`config.mk`:
```
export PLATFORM = sky130hd
export DESIGN_NAME = rv_decoder
export DESIGN_NICKNAME = d
export VERILOG_FILES = /design/src/design/rv_decoder_pkg.sv /design/src/design/rv_op_decode.sv /design/src/design/rv_imm_gen.sv /design/src/design/rv_decoder.sv
export VERILOG_INCLUDE_DIRS = /design/src /design/src/design
export SDC_FILE = /design/constraint.sdc
export NUM_CORES = 1
export LEC_CHECK = 0
export BUFFER_PORTS_ARGS = -buffer_cell sky130_fd_sc_hd__buf_2
export CAP_MARGIN = 20
export CORE_ASPECT_RATIO = 0.8
export CORE_MARGIN = 3
export CORE_UTILIZATION = 49
export CTS_CLUSTER_SIZE = 20
export DETAILED_ROUTE_END_ITERATION = 8
export PLACE_DENSITY = 0.79
export SLEW_MARGIN = 20
export SYNTH_ARGS = -nofsm -noshare
export SYNTH_HDL_FRONTEND = slang
export SYNTH_SLANG_ARGS = --single-unit
export TNS_END_PERCENT = 30
```
`constraint.sdc`:
```
create_clock -name clk -period 2.55 [get_ports clk]
set_input_delay 0.51 -clock clk [delete_from_list [all_inputs] [get_ports clk]]
set_output_delay 0.51 -clock clk [all_outputs]
set_load 0.01 [all_outputs]
```
`src/design/rv_decoder_params.svh`:
```
`ifndef RV_DECODER_PARAMS_SVH
`define RV_DECODER_PARAMS_SVH

// Instruction and immediate width
`define XLEN 32

`define REG_ADDR_W 5

// Internal operation code
`define OP_W 5

`define OPCODE_W 7

`endif

```
`src/design/rv_decoder_pkg.sv`:
```
`include "rv_decoder_params.svh"

package rv_decoder_pkg;

    typedef logic [`XLEN-1:0] word_t;
    typedef logic [`REG_ADDR_W-1:0] reg_addr_t;

    // Encodings kept compatible with the existing execute stage
    typedef enum logic [`OP_W-1:0] {
        OP_ADD   = 5'd0,
        OP_AND   = 5'd1,
        OP_OR    = 5'd2,
        OP_SLL   = 5'd3,
        OP_SRL   = 5'd4,
        OP_SLT   = 5'd5,
        OP_SLTU  = 5'd6,
        OP_SRA   = 5'd7,
        OP_SUB   = 5'd8,
        OP_XOR   = 5'd9,
        OP_BEQ   = 5'd10,
        OP_BGE   = 5'd11,
        OP_BNE   = 5'd12,
        OP_BGEU  = 5'd13,
        OP_LUI   = 5'd14,
        OP_AUIPC = 5'd15,
        OP_JAL   = 5'd16,
        OP_JALR  = 5'd17,
        OP_LB    = 5'd18,
        OP_LH    = 5'd19,
        OP_LW    = 5'd20,
        OP_LBU   = 5'd21,
        OP_LHU   = 5'd22,
        OP_SB    = 5'd23,
        OP_SH    = 5'd24,
        OP_SW    = 5'd25,
        OP_BLT   = 5'd26,
        OP_BLTU  = 5'd27,
        OP_NONE  = 5'd31    // Illegal or empty slot
    } op_e;

    typedef enum logic [`OPCODE_W-1:0] {
        OPC_LUI    = 7'b0110111,
        OPC_AUIPC  = 7'b0010111,
        OPC_JAL    = 7'b1101111,
        OPC_JALR   = 7'b1100111,
        OPC_BRANCH = 7'b1100011,
        OPC_LOAD   = 7'b0000011,
        OPC_STORE  = 7'b0100011,
        OPC_OP_IMM = 7'b0010011,
        OPC_OP     = 7'b0110011
    } opcode_e;

    typedef enum logic [2:0] {
        FMT_NONE, FMT_R, FMT_I, FMT_SHAMT, FMT_S, FMT_B, FMT_U, FMT_J
    } imm_fmt_e;

endpackage

```
`src/design/rv_op_decode.sv`:
```
`timescale 1ns/1ns

module rv_op_decode (
    input  rv_decoder_pkg::word_t    instruction,
    output rv_decoder_pkg::op_e      op_next,
    output rv_decoder_pkg::imm_fmt_e fmt
);

    rv_decoder_pkg::opcode_e opcode;
    rv_decoder_pkg::imm_fmt_e fmt_raw;
    logic [2:0] funct3;
    logic       alt;    // Bit 30 picks SUB and SRA

    // Compressed words never match since their low bits are not 11
    assign opcode = rv_decoder_pkg::opcode_e'(instruction[6:0]);
    assign funct3 = instruction[14:12];
    assign alt    = instruction[30];

    always_comb begin
        op_next = rv_decoder_pkg::OP_NONE;
        fmt_raw = rv_decoder_pkg::FMT_NONE;
        case (opcode)
            rv_decoder_pkg::OPC_LUI: begin
                op_next = rv_decoder_pkg::OP_LUI;
                fmt_raw = rv_decoder_pkg::FMT_U;
            end
            rv_decoder_pkg::OPC_AUIPC: begin
                op_next = rv_decoder_pkg::OP_AUIPC;
                fmt_raw = rv_decoder_pkg::FMT_U;
            end
            rv_decoder_pkg::OPC_JAL: begin
                op_next = rv_decoder_pkg::OP_JAL;
                fmt_raw = rv_decoder_pkg::FMT_J;
            end
            rv_decoder_pkg::OPC_JALR: begin
                if (funct3 == 3'b000) op_next = rv_decoder_pkg::OP_JALR;
                fmt_raw = rv_decoder_pkg::FMT_I;
            end
            rv_decoder_pkg::OPC_BRANCH: begin
                case (funct3)
                    3'b000: op_next = rv_decoder_pkg::OP_BEQ;
                    3'b001: op_next = rv_decoder_pkg::OP_BNE;
                    3'b100: op_next = rv_decoder_pkg::OP_BLT;
                    3'b101: op_next = rv_decoder_pkg::OP_BGE;
                    3'b110: op_next = rv_decoder_pkg::OP_BLTU;
                    3'b111: op_next = rv_decoder_pkg::OP_BGEU;
                    default: op_next = rv_decoder_pkg::OP_NONE;
                endcase
                fmt_raw = rv_decoder_pkg::FMT_B;
            end
            rv_decoder_pkg::OPC_LOAD: begin
                case (funct3)
                    3'b000: op_next = rv_decoder_pkg::OP_LB;
                    3'b001: op_next = rv_decoder_pkg::OP_LH;
                    3'b010: op_next = rv_decoder_pkg::OP_LW;
                    3'b100: op_next = rv_decoder_pkg::OP_LBU;
                    3'b101: op_next = rv_decoder_pkg::OP_LHU;
                    default: op_next = rv_decoder_pkg::OP_NONE;
                endcase
                fmt_raw = rv_decoder_pkg::FMT_I;
            end
            rv_decoder_pkg::OPC_STORE: begin
                case (funct3)
                    3'b000: op_next = rv_decoder_pkg::OP_SB;
                    3'b001: op_next = rv_decoder_pkg::OP_SH;
                    3'b010: op_next = rv_decoder_pkg::OP_SW;
                    default: op_next = rv_decoder_pkg::OP_NONE;
                endcase
                fmt_raw = rv_decoder_pkg::FMT_S;
            end
            rv_decoder_pkg::OPC_OP_IMM: begin
                fmt_raw = rv_decoder_pkg::FMT_I;
                case (funct3)
                    3'b000: op_next = rv_decoder_pkg::OP_ADD;
                    3'b010: op_next = rv_decoder_pkg::OP_SLT;
                    3'b011: op_next = rv_decoder_pkg::OP_SLTU;
                    3'b100: op_next = rv_decoder_pkg::OP_XOR;
                    3'b110: op_next = rv_decoder_pkg::OP_OR;
                    3'b111: op_next = rv_decoder_pkg::OP_AND;
                    3'b001: begin
                        op_next = rv_decoder_pkg::OP_SLL;
                        fmt_raw = rv_decoder_pkg::FMT_SHAMT;
                    end
                    default: begin    // 101 selects a logical or arithmetic right shift
                        op_next = alt ? rv_decoder_pkg::OP_SRA : rv_decoder_pkg::OP_SRL;
                        fmt_raw = rv_decoder_pkg::FMT_SHAMT;
                    end
                endcase
            end
            rv_decoder_pkg::OPC_OP: begin
                fmt_raw = rv_decoder_pkg::FMT_R;
                case (funct3)
                    3'b000: op_next = alt ? rv_decoder_pkg::OP_SUB : rv_decoder_pkg::OP_ADD;
                    3'b001: op_next = rv_decoder_pkg::OP_SLL;
                    3'b010: op_next = rv_decoder_pkg::OP_SLT;
                    3'b011: op_next = rv_decoder_pkg::OP_SLTU;
                    3'b100: op_next = rv_decoder_pkg::OP_XOR;
                    3'b101: op_next = alt ? rv_decoder_pkg::OP_SRA : rv_decoder_pkg::OP_SRL;
                    3'b110: op_next = rv_decoder_pkg::OP_OR;
                    default: op_next = rv_decoder_pkg::OP_AND;
                endcase
            end
            default: op_next = rv_decoder_pkg::OP_NONE;    // Zero word lands here too
        endcase
    end

    // An undefined funct3 kills the format as well
    assign fmt = (op_next == rv_decoder_pkg::OP_NONE) ? rv_decoder_pkg::FMT_NONE : fmt_raw;

endmodule

```
`src/design/rv_imm_gen.sv`:
```
`timescale 1ns/1ns
`include "rv_decoder_params.svh"

module rv_imm_gen (
    input  rv_decoder_pkg::word_t    instruction,
    input  rv_decoder_pkg::imm_fmt_e fmt,
    output rv_decoder_pkg::word_t    imm_next,
    output logic                     has_imm_next
);

    logic sign;

    assign sign = instruction[31];

    always_comb begin
        has_imm_next = 1'b1;
        case (fmt)
            rv_decoder_pkg::FMT_R: begin
                imm_next     = '1;    // Marker for register-register ops
                has_imm_next = 1'b0;
            end
            rv_decoder_pkg::FMT_I: begin
                imm_next = {{(`XLEN-12){sign}}, instruction[31:20]};
            end
            rv_decoder_pkg::FMT_SHAMT: begin
                // Shift amount, never sign extended
                imm_next = {{(`XLEN-5){1'b0}}, instruction[24:20]};
            end
            rv_decoder_pkg::FMT_S: begin
                imm_next = {{(`XLEN-12){sign}}, instruction[31:25], instruction[11:7]};
            end
            rv_decoder_pkg::FMT_B: begin
                imm_next = {{(`XLEN-13){sign}}, sign, instruction[7],
                            instruction[30:25], instruction[11:8], 1'b0};
            end
            rv_decoder_pkg::FMT_U: begin
                imm_next = {instruction[31:12], 12'b0};
            end
            rv_decoder_pkg::FMT_J: begin
                imm_next = {{(`XLEN-21){sign}}, sign, instruction[19:12],
                            instruction[20], instruction[30:21], 1'b0};
            end
            default: begin    // FMT_NONE
                imm_next     = '0;
                has_imm_next = 1'b0;
            end
        endcase
    end

endmodule

```
`src/design/rv_decoder.sv`:
```
`timescale 1ns/1ns

module rv_decoder (
    input  logic                      clk,
    input  logic                      rst,
    input  rv_decoder_pkg::word_t     instruction,
    output rv_decoder_pkg::op_e       op,
    output rv_decoder_pkg::reg_addr_t rs1,
    output rv_decoder_pkg::reg_addr_t rs2,
    output rv_decoder_pkg::reg_addr_t rd,
    output rv_decoder_pkg::word_t     imm,
    output logic                      has_imm
);

    rv_decoder_pkg::op_e       op_next;
    rv_decoder_pkg::imm_fmt_e  fmt;
    rv_decoder_pkg::word_t     imm_next;
    logic                      has_imm_next;
    rv_decoder_pkg::reg_addr_t rs1_next;
    rv_decoder_pkg::reg_addr_t rs2_next;
    rv_decoder_pkg::reg_addr_t rd_next;

    rv_op_decode u_op_decode (
        .instruction (instruction),
        .op_next     (op_next),
        .fmt         (fmt)
    );

    rv_imm_gen u_imm_gen (
        .instruction  (instruction),
        .fmt          (fmt),
        .imm_next     (imm_next),
        .has_imm_next (has_imm_next)
    );

    // Register fields only where the format carries them
    always_comb begin
        rs1_next = '0;
        rs2_next = '0;
        rd_next  = '0;
        case (fmt)
            rv_decoder_pkg::FMT_R: begin
                rs1_next = instruction[19:15];
                rs2_next = instruction[24:20];
                rd_next  = instruction[11:7];
            end
            rv_decoder_pkg::FMT_I, rv_decoder_pkg::FMT_SHAMT: begin
                rs1_next = instruction[19:15];
                rd_next  = instruction[11:7];
            end
            rv_decoder_pkg::FMT_S, rv_decoder_pkg::FMT_B: begin
                rs1_next = instruction[19:15];
                rs2_next = instruction[24:20];
            end
            rv_decoder_pkg::FMT_U, rv_decoder_pkg::FMT_J: rd_next = instruction[11:7];
            default: ;    // Illegal word leaves all fields zero
        endcase
    end

    always_ff @(posedge clk) begin
        if (!rst) begin
            op      <= rv_decoder_pkg::OP_NONE;
            rs1     <= '0;
            rs2     <= '0;
            rd      <= '0;
            imm     <= '0;
            has_imm <= 1'b0;
        end else begin
            op      <= op_next;
            rs1     <= rs1_next;
            rs2     <= rs2_next;
            rd      <= rd_next;
            imm     <= imm_next;
            has_imm <= has_imm_next;
        end
    end

endmodule

```
==> results of run 1 <==
## flip-flops by register name, indices dropped and copies added (netlist names)
signal / flops
rd: 5
rs2: 5
imm: 32
has_imm: 1
rs1: 5
op: 5
## synthesized netlist by cell type, drive strengths merged (2+ instances only)
master | n | area [µm²]
nand3b | 2 | 15.0
buf | 10 | 52.6
a2111o | 2 | 22.5
nor2 | 16 | 60.1
dfxtp | 53 | 1060
nor2b | 9 | 56.3
nand2b | 4 | 25.0
o21ai | 15 | 78.8
nand3 | 7 | 35.0
and3 | 2 | 12.5
nor3b | 8 | 85.1
clkbuf | 8 | 30.0
a31oi | 6 | 37.5
nand4 | 3 | 18.8
nor4 | 2 | 12.5
a211oi | 3 | 22.5
o211ai | 3 | 22.5
and2 | 3 | 18.8
o31ai | 2 | 28.8
a21oi | 41 | 205
nand2 | 57 | 214
inv | 7 | 26.3
o2111a | 2 | 22.5
nor3 | 5 | 25.0
## power groups by stage
stage / combinational [mW] / clock, mW / sequential [mW]
3_3_place_gp: 0.183 / 0 / 0.852
4_1_cts: 0.186 / 0.483 / 0.833
2_1_floorplan: 0.101 / 0 / 0.855
6_report: 0.188 / 0.469 / 0.833
5_1_grt: 0.207 / 0.515 / 0.834
3_5_place_dp: 0.184 / 0 / 0.852
## per-stage QoR
| stage | power, mW | area (µm²) | setup WS, ns | hold slack, ns | instances |
|---|---|---|---|---|---|
| floorplan | 0.956 | 2380 | 0.412 | 0.624 | 291 |
| global placement | 1.04 | 2960 | 0.159 | 0.744 | 437 |
| detailed placement | 1.04 | 2960 | 0.128 | 0.750 | 437 |
| CTS | 1.50 | 3050 | 0.423 | 0.424 | 444 |
| global route | 1.56 | 3050 | 0.175 | 0.444 | 444 |
| finish | 1.49 | 3050 | 0.404 | 0.435 | 444 |
## area by class of cell
class                           instances  area (µm²)  share of cell area, %
Inverter                                7        26.3                  0.863
Multi-Input combinational cell        213        1210                   39.9
Sequential cell                        53        1060                   34.8
Timing Repair Buffer                  104         578                   19.0
Tap cell                               60        75.1                   2.47
Clock inverter                          1        7.51                  0.247
Clock buffer                            6        82.6                   2.71
## cell families after synthesis
group                      count (synthesis)  synth area share (%)
and+or+nand+nor                          125                  26.9
AOI/OAI and AO/OA                         87                  23.1
DFF                                       53                  44.6
buffers and inverters                     25                  4.58
adders and majority gates                  1                 0.842
## metal layers
| layer | share of wire [%] | GRT usage (%) |
|---|---|---|
| met1 | 44 | 30.1 |
| met2 | 44 | 34.7 |
| met3 | 11 | 6.86 |
| met4 | 0.71 | 5.02 |
| met5 | 0 | 0 |
## worst paths after layout
path | end | depth (start not counted) | slack (ns) | from
setup / recovery | imm[3] | 8 | 0.40 | instruction[4]
hold / removal | rs1[0] | 3 | 0.43 | instruction[15]
==> qor.csv, run 1 <==
metric,value,unit
worstSetupEndpointType,flip-flop,
report.final.setup_viol,0,
h-tree-depth,2,
io-pin-count,87,
syn_to_final_growth,28.1,%
required,2.77,ns
finalHoldViolCount,0,
intPower,1.12,mW
crit_family,simple AND/OR/NAND/NOR gates,
track_usage,22.1,%
syn-instance-count,291,
hold_buffers,0,
min_path_type,in -> reg,
start_kind,input port,
synth-async-reset-ratio,0,%
max_cap_violations,0,
n_fill_cell,414,
ant_nets,0,
combPwrFrac,12.6,%
cts.sinks,53,
clkPwrFrac,31.5,%
initialDrtViolationCount,179,
dieArea,5730,µm²
grt_pass1_vias,2218,
diodes,0,
avgSynthCellArea,8.17,µm²
cp_slowest_cell,nor3b_1,
yosys_warnings,0,
ys_ff_latch,53,
fmax,466,MHz
final_common_cell,buf_2,
gp_routability_congestion,0.968,
rsz0062_at_grt,false,
worstMarginPinSlew,0.653,ns
swShare,24.9,%
place.port_buffers,86,
die_w,83.9,µm
powerDensity,489,nW/µm²
worstPathArrival,2.37,ns
cts_root_buf,clkbuf_8,
seq_power_share,55.9,%
cts_setup_buffers,0,
relSlewSlack,56.3,%
clockBufferDepth,2,
path_clk_slew,0.09,ns
timing.setup.tns,0,ns
slew_violations,0,
switchingPower,0.370,mW
synth_edf_count,0,
wl_per_cell,14.2,µm
p_leak,1.30,nW
fin_util,65.9,%
crit_top_cell,a31oi_1,
viasPerCell,5.49,
ys_seq_area_share,44.6,%
path_cells,buf_2 -> buf_4 -> nand3b_1 -> a31oi_1 -> nor3b_1 -> o21ai_4 -> buf_12 -> a31oi_1,
routed_wl,6.31,mm
rows,22,
route.detailed.drc,0,
numCtsBuffers,5,
layout-drive-gt1-share,31.5,%
criticalPathCategory,in -> reg,
tritoncts,yes,
grt_pass1_wl,10.3,mm
fin_crit,2.15,ns
syn_area,2380,µm²
hpwl,4.75,mm
via_count,2439,
overflow,0,
synth-main-ff-cell,dfxtp_1,
grt_max_degree,35,
syn_nets,326,
fin_crit_sh,84.2,%
fin_nets,419,
core,4620,µm²
layout.cells.most_common_list,"buf_2 (86), nand2_1 (57), dfxtp_1 (53)",
cpPeakStageDelay,0.57,ns
cts_resized,0,
die_y,68.3,µm
firstDrtPassIters,4,
start_util,51.4,%
ys_types,50,
cp_max_fo,34,
ir_worst_vdd,0.000289,V
antenna_found_initial,0,
cp_num_buf_inv,3,
outcome,completed,
Note: power is estimated with default switching activity, not from simulation.
==> inputs of run 2 (changes only) <==
Settings changed: ABC_AREA set to 1, CORE_UTILIZATION 49 to 50.
Clock period 2.55 ns to 2 ns, I/O delays scaled along.
==> qor.csv, run 2 <==
metric,value,unit,change
fin_crit,1.87,ns,
fin_nets,540,,+29%
criticalPathCategory,in -> reg,,
place_area,3430,µm²,+16%
place.port_buffers,86,,unchanged
die_y,71.3,µm,+4.3%
wl_per_cell,12.4,µm,-12%
largest_reg_flops,32,,unchanged
rows,23,,+4.5%
clkPwrFrac,32.1,%,+0.6 points
die_w,87.6,µm,+4.4%
fin_crit_sh,93.3,%,
regMostFlops,imm,,
ir_worst_vdd,0.000412,V,+42%
gp_routability_congestion,1.01,,+3.9%
yosysMostFrequentCell,nor2_1,,
overflow,0,,unchanged
syn_to_final_growth,33.8,%,
worstPathArrival,2.12,ns,-0.25 ns
hpwl,5.59,mm,+18%
routed_wl,7.07,mm,+12%
slew_violations,0,,unchanged
fin_area,3560,µm²,+17%
worstSetupEndpointType,flip-flop,,
p_leak,1.99,nW,+53%
cts_root_buf,clkbuf_8,,
outcome,completed,,
worstMarginPinSlew,0.403,ns,-0.250 ns
report.final.setup_viol,0,,unchanged
cp_slowest_cell,o21ai_4,,
numCtsBuffers,5,,unchanged
cpPeakStageDelay,0.23,ns,-0.34 ns
diodes,0,,unchanged
ys_types,32,,-36%
swShare,26.8,%,+1.9 points
dieArea,6240,µm²,+8.9%
relSlewSlack,72.9,%,+17 points
combPwrFrac,12.9,%,+0.3 points
synth-main-ff-cell,dfxtp_1,,
h-tree-depth,2,,unchanged
finalHoldViolCount,0,,unchanged
via_count,2786,,+14%
layout.cells.most_common_list,"buf_2 (86), nor2_1 (72), nand2_1 (57)",,
synthTopCellsByArea,"dfxtp_1 (40%), nor2_1 (11%), nand2_1 (8.0%)",,
path_cells,buf_2 -> nand3_2 -> inv_2 -> nand2_2 -> nand2_1 -> nor2_1 -> nand3_2 -> nand3_4 -> nand2_4 -> buf_4 -> o21ai_4 -> nand3_1 -> a21oi_2,,
cp_num_buf_inv,3,,unchanged
total_power,1.94,mW,+30%
min_path_type,in -> reg,,
synth_top_cell_by_area,dfxtp_1,,
tritoncts,yes,,
required,2.25,ns,-0.52 ns
firstDrtPassIters,5,,+1
ant_nets,0,,unchanged
initialDrtViolationCount,154,,-14%
ys_ff_latch,53,,unchanged
powerDensity,546,nW/µm²,+12%
intPower,1.42,mW,+27%
grt_pass1_vias,2509,,+13%
syn_nets,410,,+26%
dp.cells,559,,+28%
cp_max_fo,7,,-79%
synth_top_area_share,39.9,%,-4.8 points
synthTopCellsByCount,"nor2_1 (75), nand2_1 (57), dfxtp_1 (53)",,
layout-drive-gt1-share,38.3,%,+6.8 points
antenna_found_initial,0,,unchanged
start_util,52.5,%,+1.1 points
fmax,536,MHz,
synth_edf_count,0,,unchanged
grt_max_degree,20,,-43%
route.detailed.drc,0,,unchanged
crit_top_cell,nand3_2,,
synth-async-reset-ratio,0,%,unchanged
track_usage,22.4,%,+0.33 points
core,5060,µm²,+9.5%
final_common_cell,buf_2,,
grt_pass1_wl,11.2,mm,+8.7%
seq_power_share,55.0,%,-0.9 points
timing.setup.tns,0,ns,unchanged
instances_no_fill,568,,+28%
clockBufferDepth,2,,unchanged
start_kind,input port,,
max_cap_violations,0,,unchanged
yosys_warnings,0,,unchanged
path_clk_slew,0.10,ns,about the same
switchingPower,0.521,mW,+41%
viasPerCell,4.90,,-11%
ys_seq_area_share,39.9,%,-4.8 points
cts.sinks,53,,unchanged
avgSynthCellArea,7.10,µm²,-13%
syn_area,2660,µm²,+12%
io-pin-count,87,,unchanged
syn-instance-count,375,,+29%
crit_family,simple AND/OR/NAND/NOR gates,,
run 2: changes by cell type after synthesis, moves of 5 or more:
cell,delta
nor2b_1,-9
buf_2,-9
inv_2,+12
nor2_4,+5
a21oi_1,-29
inv_1,+37
o21ai_0,+10
nand2_2,+17
nor3b_2,-5
a31oi_1,-6
nand3_1,+23
nor2_1,+59
run 2: worst paths after layout:
path	startpoint	end	slack [ns]	cells after the start
setup / recovery	instruction[6]	imm[8]	0.13	13
hold / removal	instruction[18]	rs1[3]	0.31	3
run 2: metrics by stage:
| step | setup slack (ns) | util, % | hold slack, ns |
|---|---|---|---|
| final | 0.134 | 70.3 | 0.312 |
| after global placement | -0.156 | 67.7 | 0.634 |
| after global routing | -0.000946 | 70.3 | 0.317 |
| after floorplan | 0.0143 | - | 0.512 |
| after detailed placement | -0.275 | 67.7 | 0.634 |
| after CTS | 0.0440 | 69.5 | 0.302 |
run 2: worst min-delay path, delay by kind of cell:
kind / cells / cell delay (ns)
buffers and inverters: 2 / 0.11
AND/OR/NAND/NOR: 1 / 0.08
run 2: routing by layer:
layer	wire length (µm)	vias to the layer above	global-route usage (%)
met5	0	-	0
li1	-	1430	-
met1	3100	1245	29.6
met4	127	0	8.35
met2	3330	101	36.5
met3	509	10	4.25
run 2: layout make-up:
| type | count | area [µm²] |
|---|---|---|
| clock buffer | 5 | 68.8 |
| sequential | 53 | 1060 |
| tap | 62 | 77.6 |
| timing repair buffer | 133 | 783 |
| inverter | 59 | 224 |
| multi-input combinational | 253 | 1320 |
| clock inverter | 3 | 26.3 |
| fill | 432 | 1500 |
run 2: power by group through the flow:
| stage | Combinational (mW) | Sequential (mW) | Clock, mW |
|---|---|---|---|
| floorplan | 0.121 | 1.10 | 0 |
| global placement | 0.240 | 1.09 | 0 |
| global route | 0.278 | 1.07 | 0.666 |
| CTS | 0.246 | 1.07 | 0.636 |
| finish | 0.250 | 1.07 | 0.624 |
| detailed placement | 0.245 | 1.09 | 0 |
run 2: cells by family after synthesis:
logic type,count (synthesis),share of synthesized area (%)
flip-flops,53,39.9
adder cells (fa/ha/maj),1,0.752
buffers and inverters,70,12.0
AND/OR/NAND/NOR,204,37.5
AO/OA/AOI/OAI,46,9.54
XOR/XNOR,1,0.329
run 2: what timing repair did:
item,4_1_cts,5_1_grt
setup endpoints to repair,0,29
buffers inserted,0,0
hold buffers,0,0
hold endpoints to repair,0,0
gates resized for setup,0,7
==> inputs of run 3 (changes only) <==
Settings changed: ABC_CLOCK_PERIOD_IN_PS set to 2000, BUFFER_PORTS_ARGS -buffer_cell sky130_fd_sc_hd__buf_2 to unset, CORE_UTILIZATION 50 to 63, DONT_BUFFER_PORTS set to 1.
==> qor.csv, run 3 (same netlist as run 2, synthesis figures left out) <==
metric,value,unit,change
crit_family,simple AND/OR/NAND/NOR gates,,
regMostFlops,imm,,
place.port_buffers,0,,-100%
worstSetupEndpointType,flip-flop,,
firstDrtPassIters,5,,unchanged
worstPathArrival,2.01,ns,-0.11 ns
p_leak,1.55,nW,-22%
track_usage,27.7,%,+5.3 points
via_count,2489,,-11%
intPower,1.50,mW,+5.5%
clkPwrFrac,37.3,%,+5.2 points
antenna_found_initial,0,,unchanged
powerDensity,644,nW/µm²,+18%
overflow,0,,unchanged
die_y,64.1,µm,-10%
route.detailed.drc,0,,unchanged
wl_per_cell,14.3,µm,+15%
start_util,67.7,%,+15 points
seq_power_share,54.7,%,-0.3 points
total_power,1.97,mW,+1.3%
core,3930,µm²,-22%
outcome,completed,,
relSlewSlack,73.6,%,+0.78 points
startpoint,instruction[12],,
dieArea,5050,µm²,-19%
h-tree-depth,2,,unchanged
min_path_type,in -> reg,,
cts_root_buf,clkbuf_8,,
cts.sinks,53,,unchanged
layout.cells.most_common_list,"nor2_1 (75), nand2_1 (57), dfxtp_1 (53)",,
switchingPower,0.468,mW,-10%
fin_crit,1.76,ns,-0.102 ns
report.final.setup_viol,0,,unchanged
cpPeakStageDelay,0.21,ns,-0.02 ns
path_clk_slew,0.10,ns,about the same
gr-usage-met3,8.03,%,+3.8 points
finalHoldViolCount,0,,unchanged
routed_wl,6.63,mm,-6.1%
max_cap_violations,0,,unchanged
tritoncts,yes,,
ir_worst_vdd,0.000328,V,-20%
fmax,567,MHz,+5.8%
crit_top_cell,nor2_1,,
grt_use_met2,41.7,%,+5.3 points
gp_routability_congestion,0.982,,-2.4%
hpwl,5.15,mm,-7.9%
swShare,23.7,%,-3.0 points
top_usage_layer,met2,,
cp_max_fo,9,,+2
path_cells,nor2_4 -> nand2_1 -> nand3_1 -> nand2_1 -> nor2_1 -> nand3_2 -> nand3_4 -> nand2_4 -> nor2_1 -> nand2_1 -> nand2_2 -> buf_4 -> nor2_1 -> nor2_1,,
initialDrtViolationCount,162,,+5.2%
io-pin-count,87,,unchanged
cp_num_buf_inv,1,,-2
rsz0062_at_grt,false,,
cts_resized,0,,unchanged
combPwrFrac,8.0,%,-4.9 points
grt_max_degree,22,,+10%
fin_nets,442,,-18%
required,2.25,ns,about the same
die_w,78.7,µm,-10%
fin_crit_sh,88.2,%,-5.1 points
largest_reg_flops,32,,unchanged
layout-drive-gt1-share,22.5,%,-16 points
rows,20,,-13%
final_common_cell,nor2_1,,
worstMarginPinSlew,0.391,ns,-0.0115 ns
instances_no_fill,463,,-18%
criticalPathCategory,in -> reg,,
met1_usage,37.7,%,+8.0 points
diodes,0,,unchanged
ant_nets,0,,unchanged
dp.cells,454,,-19%
fin_util,77.8,%,+7.5 points
cts_setup_buffers,0,,unchanged
grt_pass1_wl,11.0,mm,-1.2%
grt_pass1_vias,2346,,-6.5%
numCtsBuffers,5,,unchanged
cp_slowest_cell,nor2_1,,
clockBufferDepth,2,,unchanged
slew_violations,0,,unchanged
hold_buffers,0,,unchanged
start_kind,input port,,
syn_to_final_growth,14.8,%,
viasPerCell,5.38,,+9.6%
hold_start,rst,,
run 3: stage by stage:
| stage | worst slack (ns) | instance area [µm²] | hold WS (ns) | setup TNS, ns |
|---|---|---|---|---|
| floorplan | 0.0143 | 2660 | 0.512 | 0 |
| global placement | -0.0470 | 2940 | 0.473 | -0.640 |
| detailed placement | -0.105 | 2940 | 0.476 | -1.13 |
| CTS | 0.232 | 3050 | 0.149 | 0 |
| global route | 0.0512 | 3060 | 0.152 | 0 |
| finish | 0.236 | 3060 | 0.153 | 0 |
run 3: power by group through the flow:
stage / registers [mW] / clock network (mW) / logic, mW
final: 1.08 / 0.734 / 0.158
after global routing: 1.08 / 0.791 / 0.177
after CTS: 1.08 / 0.748 / 0.156
after floorplan: 1.10 / 0 / 0.121
after global placement: 1.10 / 0 / 0.153
after detailed placement: 1.10 / 0 / 0.155
run 3: area by class of cell:
type	instances	area, µm²
clock inverters	3	43.8
well taps	55	68.8
clock buffers	5	68.8
repair buffers	36	308
fillers	309	873
inverters	59	224
flip-flops and latches	53	1060
multi-input cells	252	1280
run 3: worst paths after layout:
check,end,cells past startpoint
worst min-delay path,op[1],1
worst max-delay path,imm[28],14
run 3: metal layers:
layer | vias up | routed length [µm] | part of all wire [%]
met3 | 10 | 658 | 9.9
met1 | 1111 | 2900 | 44
li1 | 1241 | - | -
met5 | - | 0 | 0
met4 | 0 | 97 | 1.5
met2 | 127 | 2980 | 45
